--- config.mk ---
export PLATFORM = sky130hd
export DESIGN_NAME = saturn_bus_top
export DESIGN_NICKNAME = d
export VERILOG_FILES = /design/src/rtl/saturn_bus_pkg.sv /design/src/rtl/saturn_bus_top.sv /design/src/rtl/saturn_nibble_ram.sv /design/src/rtl/saturn_io_regs.sv /design/src/rtl/saturn_bus_master.sv
export SDC_FILE = /design/constraint.sdc
export NUM_CORES = 2
export LEC_CHECK = 0
export BUFFER_PORTS_ARGS = -buffer_cell sky130_fd_sc_hd__buf_2
export CAP_MARGIN = 20
export CORE_MARGIN = 1
export CORE_UTILIZATION = 50
export CTS_CLUSTER_DIAMETER = 120
export DETAILED_ROUTE_END_ITERATION = 12
export PLACE_DENSITY = 0.65
export SLEW_MARGIN = 30
export SYNTH_ARGS = -nofsm -noshare
export SYNTH_HDL_FRONTEND = slang
export SYNTH_HIERARCHICAL = 1
export SYNTH_SLANG_ARGS = --single-unit
--- constraint.sdc ---
create_clock -name i_clk -period 23.4 [get_ports i_clk]
set_input_delay 0 -clock i_clk [delete_from_list [all_inputs] [get_ports i_clk]]
set_output_delay 0 -clock i_clk [all_outputs]
set_load 0.03 [all_outputs]
--- src/rtl/saturn_bus_pkg.sv ---
// shared nibble bus types and constants imported by the bus master, both devices and the top
`default_nettype none

package saturn_bus_pkg;

    // bus address width set by the five-nibble address format
    localparam int ADDR_W = 20;

    // command nibbles as they travel on the bus
    typedef enum logic [3:0] {
        PC_READ   = 4'h0,
        DP_READ   = 4'h1,
        PC_WRITE  = 4'h2,
        DP_WRITE  = 4'h3,
        LOAD_PC   = 4'h4,
        LOAD_DP   = 4'h5,
        CONFIGURE = 4'h6,
        RESET     = 4'h8
    } bus_cmd_e;

    typedef enum logic [1:0] {
        OP_CONFIGURE,
        OP_READ,
        OP_WRITE,
        OP_RESET
    } host_op_e;

    // one host request of 1 to 4 nibbles
    typedef struct packed {
        host_op_e          op;
        logic [ADDR_W-1:0] addr;
        logic [2:0]        count;
        logic [15:0]       wdata;
    } host_req_t;

    // master to devices with one strobe per bus cycle
    typedef struct packed {
        logic       strobe;
        logic       is_data;
        logic [3:0] nibble;
    } bus_fwd_t;

    // device answer with a zero nibble unless the device answered
    typedef struct packed {
        logic [3:0] nibble;
        logic       active;
    } dev_rsp_t;

endpackage

`default_nettype wire
--- src/rtl/saturn_bus_top.sv ---
// nibble bus subsystem top joining the master, I/O block and RAM on one daisy chain
`timescale 1ns/1ps
`default_nettype none

module saturn_bus_top
    import saturn_bus_pkg::*;
#(
    parameter int BUS_DIV  = 4,
    parameter int IO_BITS  = 6,
    parameter int RAM_BITS = 8
) (
    input  wire            i_clk,
    input  wire            i_reset,
    input  wire            i_req_valid,
    input  wire host_req_t i_req,
    output logic           o_busy,
    output logic           o_rd_done,
    output logic [15:0]    o_rd_data,
    output logic [5:0]     o_menu_height,
    output logic           o_rom_mode
);

    bus_fwd_t   bus;
    dev_rsp_t   io_rsp;
    dev_rsp_t   ram_rsp;
    logic       io_daisy;
    logic [3:0] rsp_nibble;

    // wired-or of the answers from claiming devices
    assign rsp_nibble = (io_rsp.active ? io_rsp.nibble : 4'h0) |
                        (ram_rsp.active ? ram_rsp.nibble : 4'h0);

    saturn_bus_master #(
        .BUS_DIV(BUS_DIV)
    ) u_master (
        .i_clk       (i_clk),
        .i_reset     (i_reset),
        .i_req_valid (i_req_valid),
        .i_req       (i_req),
        .i_rsp_nibble(rsp_nibble),
        .o_bus       (bus),
        .o_busy      (o_busy),
        .o_rd_done   (o_rd_done),
        .o_rd_data   (o_rd_data)
    );

    // head of the chain configures first
    saturn_io_regs #(
        .IO_BITS(IO_BITS)
    ) u_io_regs (
        .i_clk        (i_clk),
        .i_reset      (i_reset),
        .i_bus        (bus),
        .i_daisy      (1'b1),
        .o_daisy      (io_daisy),
        .o_rsp        (io_rsp),
        .o_menu_height(o_menu_height),
        .o_rom_mode   (o_rom_mode)
    );

    // end of chain leaves its daisy output open
    saturn_nibble_ram #(
        .RAM_BITS(RAM_BITS)
    ) u_nibble_ram (
        .i_clk  (i_clk),
        .i_reset(i_reset),
        .i_bus  (bus),
        .i_daisy(io_daisy),
        .o_daisy(),
        .o_rsp  (ram_rsp)
    );

endmodule

`default_nettype wire

--- src/rtl/saturn_nibble_ram.sv ---
// daisy-chained general nibble RAM device sharing the bus protocol of the I/O block
`timescale 1ns/1ps
`default_nettype none

module saturn_nibble_ram
    import saturn_bus_pkg::*;
#(
    parameter int RAM_BITS = 8
) (
    input  wire           i_clk,
    input  wire           i_reset,
    input  wire bus_fwd_t i_bus,
    input  wire           i_daisy,
    output logic          o_daisy,
    output dev_rsp_t      o_rsp
);

    logic [3:0]          ram [2**RAM_BITS];
    bus_cmd_e            last_cmd;
    logic [2:0]          addr_pos;
    logic [ADDR_W-1:0]   local_dp;
    logic [ADDR_W-1:0]   base_addr;
    logic                configured;
    logic                dp_hit;
    logic [ADDR_W-1:0]   offset;
    logic [RAM_BITS-1:0] ram_addr;
    logic [3:0]          rsp_nibble;
    logic                active;
    logic                data_strobe;

    assign offset      = local_dp - base_addr;
    assign ram_addr    = offset[RAM_BITS-1:0];
    assign active      = dp_hit && ((last_cmd == DP_READ) || (last_cmd == DP_WRITE));
    assign data_strobe = i_bus.strobe && i_bus.is_data;
    assign o_daisy     = configured;
    assign o_rsp       = '{nibble: rsp_nibble, active: active};

    always_ff @(posedge i_clk) begin
        if (i_reset)
            dp_hit <= 1'b0;
        else
            dp_hit <= configured && (offset[ADDR_W-1:RAM_BITS] == '0);
    end

    always_ff @(posedge i_clk) begin
        if (i_reset) begin
            last_cmd   <= PC_READ;
            addr_pos   <= '0;
            local_dp   <= '0;
            base_addr  <= '0;
            configured <= 1'b0;
        end else if (i_bus.strobe && !i_bus.is_data) begin
            last_cmd <= bus_cmd_e'(i_bus.nibble);
            addr_pos <= '0;
            if (bus_cmd_e'(i_bus.nibble) == RESET) begin
                base_addr  <= '0;
                configured <= 1'b0;
            end
        end else if (data_strobe) begin
            case (last_cmd)
                DP_READ, DP_WRITE: local_dp <= local_dp + 1'b1;
                LOAD_PC: begin
                    addr_pos <= addr_pos + 3'd1;
                    if (addr_pos == 3'd4)
                        last_cmd <= PC_READ;
                end
                LOAD_DP: begin
                    local_dp[addr_pos*4 +: 4] <= i_bus.nibble;
                    addr_pos <= addr_pos + 3'd1;
                    if (addr_pos == 3'd4)
                        last_cmd <= DP_READ;
                end
                CONFIGURE: begin
                    if (i_daisy && !configured) begin
                        base_addr[addr_pos*4 +: 4] <= i_bus.nibble;
                        addr_pos <= addr_pos + 3'd1;
                        if (addr_pos == 3'd4)
                            configured <= 1'b1;
                    end
                end
                default: begin
                end
            endcase
        end
    end

    always_ff @(posedge i_clk) begin
        if (data_strobe && active && (last_cmd == DP_WRITE))
            ram[ram_addr] <= i_bus.nibble;
    end

    // zero unless this device answered the read
    always_ff @(posedge i_clk) begin
        if (i_reset)
            rsp_nibble <= 4'h0;
        else if (data_strobe && active && (last_cmd == DP_READ))
            rsp_nibble <= ram[ram_addr];
        else
            rsp_nibble <= 4'h0;
    end

endmodule

`default_nettype wire

--- src/rtl/saturn_io_regs.sv ---
// daisy-chained I/O device with a nibble RAM window and decoded menu-height and ROM-mode registers
`timescale 1ns/1ps
`default_nettype none

module saturn_io_regs
    import saturn_bus_pkg::*;
#(
    parameter int IO_BITS = 6
) (
    input  wire           i_clk,
    input  wire           i_reset,
    input  wire bus_fwd_t i_bus,
    input  wire           i_daisy,
    output logic          o_daisy,
    output dev_rsp_t      o_rsp,
    output logic [5:0]    o_menu_height,
    output logic          o_rom_mode
);

    localparam logic [IO_BITS-1:0] MENU_LO_OFS = IO_BITS'('h28);
    localparam logic [IO_BITS-1:0] MENU_HI_OFS = IO_BITS'('h29);

    logic [3:0]         io_ram [2**IO_BITS];
    bus_cmd_e           last_cmd;
    logic [2:0]         addr_pos;
    logic [ADDR_W-1:0]  local_dp;
    logic [ADDR_W-1:0]  base_addr;
    logic               configured;
    logic               dp_hit;
    logic [ADDR_W-1:0]  offset;
    logic [IO_BITS-1:0] ram_addr;
    logic [3:0]         rsp_nibble;
    logic               use_dp;
    logic               active;
    logic               cmd_strobe;
    logic               data_strobe;
    logic               can_read;
    logic               can_write;

    assign offset      = local_dp - base_addr;
    assign ram_addr    = offset[IO_BITS-1:0];
    assign use_dp      = (last_cmd == DP_READ) || (last_cmd == DP_WRITE);
    assign active      = dp_hit && use_dp;
    assign cmd_strobe  = i_bus.strobe && !i_bus.is_data;
    assign data_strobe = i_bus.strobe && i_bus.is_data;
    assign can_read    = data_strobe && active && (last_cmd == DP_READ);
    assign can_write   = data_strobe && active && (last_cmd == DP_WRITE);

    assign o_daisy = configured;
    assign o_rsp   = '{nibble: rsp_nibble, active: active};

    // window compare settles before the next strobe
    always_ff @(posedge i_clk) begin
        if (i_reset)
            dp_hit <= 1'b0;
        else
            dp_hit <= configured && (offset[ADDR_W-1:IO_BITS] == '0);
    end

    always_ff @(posedge i_clk) begin
        if (i_reset) begin
            last_cmd   <= PC_READ;
            addr_pos   <= '0;
            local_dp   <= '0;
            base_addr  <= '0;
            configured <= 1'b0;
        end else if (cmd_strobe) begin
            last_cmd <= bus_cmd_e'(i_bus.nibble);
            addr_pos <= '0;
            if (bus_cmd_e'(i_bus.nibble) == RESET) begin
                base_addr  <= '0;
                configured <= 1'b0;
            end
        end else if (data_strobe) begin
            case (last_cmd)
                DP_READ, DP_WRITE: local_dp <= local_dp + 1'b1;
                // PC address nibbles are only counted
                LOAD_PC: begin
                    addr_pos <= addr_pos + 3'd1;
                    if (addr_pos == 3'd4)
                        last_cmd <= PC_READ;
                end
                LOAD_DP: begin
                    local_dp[addr_pos*4 +: 4] <= i_bus.nibble;
                    addr_pos <= addr_pos + 3'd1;
                    if (addr_pos == 3'd4)
                        last_cmd <= DP_READ;
                end
                // only the first unconfigured device in the chain listens
                CONFIGURE: begin
                    if (i_daisy && !configured) begin
                        base_addr[addr_pos*4 +: 4] <= i_bus.nibble;
                        addr_pos <= addr_pos + 3'd1;
                        if (addr_pos == 3'd4)
                            configured <= 1'b1;
                    end
                end
                default: begin
                end
            endcase
        end
    end

    always_ff @(posedge i_clk) begin
        if (can_write)
            io_ram[ram_addr] <= i_bus.nibble;
    end

    always_ff @(posedge i_clk) begin
        if (i_reset)
            rsp_nibble <= 4'h0;
        else
            rsp_nibble <= can_read ? io_ram[ram_addr] : 4'h0;
    end

    // decoded registers shadow their RAM locations
    always_ff @(posedge i_clk) begin
        if (i_reset) begin
            o_menu_height <= '0;
            o_rom_mode    <= 1'b0;
        end else if (can_write) begin
            if (ram_addr == MENU_LO_OFS)
                o_menu_height[3:0] <= i_bus.nibble;
            if (ram_addr == MENU_HI_OFS) begin
                o_menu_height[5:4] <= i_bus.nibble[1:0];
                o_rom_mode         <= i_bus.nibble[3];
            end
        end
    end

endmodule

`default_nettype wire

--- src/rtl/saturn_bus_master.sv ---
// bus master that sequences one host request into strobed bus nibbles and collects read data
`timescale 1ns/1ps
`default_nettype none

module saturn_bus_master
    import saturn_bus_pkg::*;
#(
    parameter int BUS_DIV = 4
) (
    input  wire            i_clk,
    input  wire            i_reset,
    input  wire            i_req_valid,
    input  wire host_req_t i_req,
    input  wire [3:0]      i_rsp_nibble,
    output bus_fwd_t       o_bus,
    output logic           o_busy,
    output logic           o_rd_done,
    output logic [15:0]    o_rd_data
);

    localparam int DIV_W = $clog2(BUS_DIV);

    // state names the kind of bus slot in progress
    typedef enum logic [2:0] {
        IDLE,
        CMD,
        ADDR,
        WCMD,
        DATA,
        DONE
    } state_e;

    state_e            state;
    host_req_t         req_q;
    logic [ADDR_W-1:0] addr_sh;
    logic [15:0]       wdata_sh;
    logic [DIV_W-1:0]  div_cnt;
    logic [2:0]        nib_cnt;
    logic [2:0]        cap_cnt;
    logic              rd_pending;
    logic              slot_end;
    logic              slot_pre_end;
    logic              last_slot;
    logic              accept;
    logic              is_read;
    bus_cmd_e          first_cmd;

    assign accept       = (state == IDLE) && i_req_valid;
    assign is_read      = (req_q.op == OP_READ);
    assign slot_end     = (div_cnt == DIV_W'(BUS_DIV - 1));
    assign slot_pre_end = (div_cnt == DIV_W'(BUS_DIV - 2));
    assign o_busy       = (state != IDLE);

    // does the current slot end the sequence
    always_comb begin
        case (state)
            CMD:     last_slot = (req_q.op == OP_RESET);
            ADDR:    last_slot = (req_q.op == OP_CONFIGURE) && (nib_cnt == 3'd4);
            DATA:    last_slot = (nib_cnt == req_q.count - 3'd1);
            default: last_slot = 1'b0;
        endcase
    end

    always_comb begin
        case (req_q.op)
            OP_CONFIGURE: first_cmd = CONFIGURE;
            OP_RESET:     first_cmd = RESET;
            default:      first_cmd = LOAD_DP;
        endcase
    end

    // strobe on the first clock of every slot
    always_comb begin
        o_bus.strobe  = (state inside {CMD, ADDR, WCMD, DATA}) && (div_cnt == '0);
        o_bus.is_data = (state == ADDR) || (state == DATA);
        case (state)
            CMD:     o_bus.nibble = first_cmd;
            ADDR:    o_bus.nibble = addr_sh[3:0];
            WCMD:    o_bus.nibble = DP_WRITE;
            DATA:    o_bus.nibble = is_read ? 4'h0 : wdata_sh[3:0];
            default: o_bus.nibble = 4'h0;
        endcase
    end

    always_ff @(posedge i_clk) begin
        if (i_reset) begin
            state   <= IDLE;
            div_cnt <= '0;
            nib_cnt <= '0;
        end else begin
            case (state)
                IDLE: begin
                    if (accept) begin
                        state   <= CMD;
                        div_cnt <= '0;
                        nib_cnt <= '0;
                    end
                end
                // last clock of the final slot
                DONE: state <= IDLE;
                default: begin
                    div_cnt <= slot_end ? '0 : div_cnt + 1'b1;
                    if (last_slot && slot_pre_end) begin
                        state <= DONE;
                    end else if (slot_end) begin
                        case (state)
                            CMD: state <= ADDR;
                            ADDR: begin
                                if (nib_cnt == 3'd4) begin
                                    nib_cnt <= '0;
                                    state   <= (req_q.op == OP_WRITE) ? WCMD : DATA;
                                end else begin
                                    nib_cnt <= nib_cnt + 3'd1;
                                end
                            end
                            WCMD: state <= DATA;
                            default: nib_cnt <= nib_cnt + 3'd1;
                        endcase
                    end
                end
            endcase
        end
    end

    // address and write data leave low nibble first
    always_ff @(posedge i_clk) begin
        if (accept) begin
            req_q    <= i_req;
            addr_sh  <= i_req.addr;
            wdata_sh <= i_req.wdata;
        end else if (slot_end) begin
            if (state == ADDR)
                addr_sh <= addr_sh >> 4;
            if (state == DATA)
                wdata_sh <= wdata_sh >> 4;
        end
    end

    // merged device nibble is valid the clock after a read strobe
    always_ff @(posedge i_clk) begin
        if (i_reset) begin
            rd_pending <= 1'b0;
            cap_cnt    <= '0;
            o_rd_done  <= 1'b0;
            o_rd_data  <= '0;
        end else begin
            rd_pending <= o_bus.strobe && (state == DATA) && is_read;
            o_rd_done  <= 1'b0;
            if (accept && (i_req.op == OP_READ)) begin
                cap_cnt   <= '0;
                o_rd_data <= '0;
            end else if (rd_pending) begin
                o_rd_data[cap_cnt*4 +: 4] <= i_rsp_nibble;
                cap_cnt   <= cap_cnt + 3'd1;
                o_rd_done <= (cap_cnt == req_q.count - 3'd1);
            end
        end
    end

endmodule

`default_nettype wire

==> summary.txt <==
Routing
  – # DRC: 0
  – Final WL: 147 mm
  – DR iter-0 viols: 3496
  – Post-route ant nets: 0
  – Vias per inst: 6.19
  – Routed wire per std cell: 25.8 um
  – Via count: 35100
  – Drt pass-1 iters: 6

Pwr
  – Clk network pwr share: 0.451
  – Leakage: 22.8 nW
  – Register share of total power: 0.529
  – Worst vdd ir: around 0.056 mV
  – Power per Cell Area: 77.9 nW/um2
  – Int Pwr: between 4 and 5 mW
  – Share of power burned in combinational logic: 0.020
  – Tot Pwr: between 5 and 6 mW
  – Net Sw Power: 1.08 mW
  – Sw Share: 0.199

Clocking
  – Cts hold-fix bufs: 48
  – CTS root buffer: clkbuf_16
  – Post-cts sizing count: 0
  – CTS tree: done
  – Worst-Skew Late Latency: 0.79 ns
  – Setup bufs post-CTS: 0
  – Sink Count: between 1000 and 1500
  – CTS Buffer Depth: 3
  – Htree depth: 4
  – Cts bufs inserted: 150
  – Clock-pin slew on the worst setup and hold paths: 0.06 ns

Timing
  – Worst slew pin tran: 1.04 ns
  – Fin. Hold Viols: 0
  – Clock Skew: ~0.037 ns
  – Final worst path period share: 0.221
  – Slew Limit Fails: 0
  – Final min period: 5.17 ns
  – Max frequency: 193 MHz
  – RSZ-0062 raised after global routing: no
  – Endpoints failing setup: 0
  – Post-Route Setup TNS: 0 ns
  – Slew headroom: 0.304

Global routing
  – Largest net degree at the start of global routing: 182
  – GRT Util Overall: 0.235
  – Vias in the first global route: 34700
  – Initial antenna violation count: 1
  – GR Overflow Total: 0
  – First-pass GRT wire length: 221 mm

Worst setup path
  – Crit path arrival time: 5.82 ns
  – Worst Setup End Kind: register
  – CP max-delay cell: fa_4
  – Worst EP required: between 20 and 25 ns
  – Crit path cell chain: inv_1 -> ha_4 -> fa_4 -> buf_12 -> buf_4 -> mux4_2 -> mux4_1 -> nand2_1 -> a311oi_1 -> o221ai_1 -> a311oi_1 -> or3_1
  – CP max FO: between 100 and 150
  – Crit path top cell by count: a311oi_1
  – CP Launch Type: register
  – CP Class: register to register
  – Worst path max stage delay: 1.06 ns

Placed design
  – I/O Buffers: a little under 70
  – Global placement routability congestion: 0.846
  – Post-Place Cell Area: 64100 um2
  – Dpl cells: 5354
  – HPWL after DPL: 85.4 mm

Logic synthesis
  – Post-synthesis sequential area ratio: 0.686
  – Dominant cell by count in the synthesized netlist: edfxtp_1
  – Post-synth EDFFs: about 1300
  – Mapped Avg Cell Area: 16.2 um2
  – Yosys top cell by area: edfxtp_1
  – Synthesized Nets: just under 4000
  – Post-synthesis register bit count: 1463
  – Mapped Area: 62000 um2
  – Mapped Cells: 3836
  – Post-synth ARST share: 0
  – Synth Warn #: 6
  – Synth top cells by count: edfxtp_1, nor2_1, mux4_2, nand2_1, nand3_1
  – Primary FF master, synth: edfxtp_1
  – Yosys cell types: 93
  – Post-synth top area share: 0.640
  – Top cells by area, synth: edfxtp_1, mux4_2, dfxtp_1

Cells and area
  – Fillcell total: 9274
  – Share of layout cells above drive strength 1: 0.196
  – N_diodes: 0
  – Util after Layout: 0.569
  – Non-Filler Instances: about 5700
  – Post-route cell area: 69700 um2
  – Area of the multi-input gates: approximately 18000 um2
  – Storage cell area: 42500 um2
  – Final nets: roughly 4000
  – Area delta synth->final: 12.4%

Die
  – Starting Density: 0.507
  – Die height: 354 um
  – FP Rows: roughly 130
  – I/O Pins: 69
  – Die Wd: 354 um
  – Core Region: 122000 um2
  – Die ar.: 125000 um2

Status
  – Status: completed

Min path
  – Hold Crit Class: input port to register

Job
  – Max-cap viol count: 0
critical path, delay by kind of cell, from the launching register on:
family	cells	cell delay, ns
compound gates	3	0.44
fa+ha+maj	2	1.23
buf+inv	3	1.40
flops	1	0.41
mux	2	0.96
simple gates	2	0.47
cell families (layout without fill, tap and decap cells):
logic type / after synthesis / in the layout / synth area share
AO/OA/AOI/OAI: 422 / 422 / 0.0451
XOR/XNOR: 38 / 38 / 0.00640
adder cells (fa/ha/maj): 71 / 71 / 0.0146
buffers and inverters: 300 / 517 / 0.0227
flip-flops: 1463 / 1463 / 0.686
multiplexers: 429 / 429 / 0.144
other: 1 / 1 / 0.0000605
AND/OR/NAND/NOR: 1112 / 1112 / 0.0810
metrics by stage:
| step | hold slack [ns] | setup WS, ns |
|---|---|---|
| 3_5_place_dp | 0.178 | 18.18 |
| 2_1_floorplan | 0.0989 | 5.73 |
| 4_1_cts | 0.0175 | 18.15 |
| 6_report | 0.0729 | 18.23 |
| 3_3_place_gp | 0.182 | 18.27 |
| 5_1_grt | 0.0697 | 18.02 |
path summary, 6_finish.rpt:
check	start	end	slack [ns]	depth (start not counted)
max	u_nibble_ram/local_dp[0]$_SDFFE_PP0P_	u_nibble_ram/rsp_nibble[0]$_SDFF_PP0_	18.23	12
min	i_req[37]	u_master/addr_sh[18]$_SDFFCE_PN0P_	0.07	3
max reg2reg	u_nibble_ram/local_dp[0]$_SDFFE_PP0P_	u_nibble_ram/rsp_nibble[0]$_SDFF_PP0_	18.23	12
min reg2reg	u_io_regs/o_menu_height[1]$_SDFFE_PP0P_	u_io_regs/o_menu_height[1]$_SDFFE_PP0P_	0.46	2
layout make-up:
type / instances / area share
Clock inverter: 83 / 0.0136
Inverter: 80 / 0.00431
Timing Repair Buffer: 163 / 0.0186
Tap cell: 1625 / 0.0292
Clock buffer: 191 / 0.0588
Multi-Input combinational cell: 2073 / 0.265
Sequential cell: 1463 / 0.610
power groups by stage:
stage / Clock, mW / Combinational (mW) / Sequential (mW)
finish: 2.44 / 0.109 / 2.87
detailed placement: 0 / 0.103 / 2.93
CTS: 2.49 / 0.110 / 2.87
global route: 2.58 / 0.119 / 2.87
global placement: 0 / 0.100 / 2.93
floorplan: 0 / 0.0586 / 2.96
state kept, by name, summed over array words and instances (netlist names), 5 cells and up:
register,count
u_io_regs/base_addr,20
u_master/addr_sh,20
u_nibble_ram/local_dp,20
u_io_regs/local_dp,20
u_master/wdata_sh,16
u_master/o_rd_data,16
u_nibble_ram/ram,1024
u_io_regs/io_ram,256
u_nibble_ram/base_addr,20
u_io_regs/o_menu_height,6
u_master/req_q,5
layout by cell type (no fill, tap or decap), types with 51 or more instances in the layout:
master	n
buf_2	67
edfxtp_1	1321
nand3_1	128
inv_1	79
clkbuf_16	158
mux4_2	363
ha_1	67
dfxtp_1	142
a21oi_1	137
nand2_1	238
nor2_1	483
o21ai_0	51
metal layers:
| metal | wire, um | up-vias | track usage |
|---|---|---|---|
| li1 | - | 15300 | - |
| met1 | 63000 | 18100 | 0.341 |
| met2 | 68400 | 1500 | 0.362 |
| met3 | 11900 | 226 | 0.0504 |
| met4 | 3420 | 0 | 0.0666 |
| met5 | 0 | - | 0 |
Note: power is estimated with default switching activity, not from simulation.
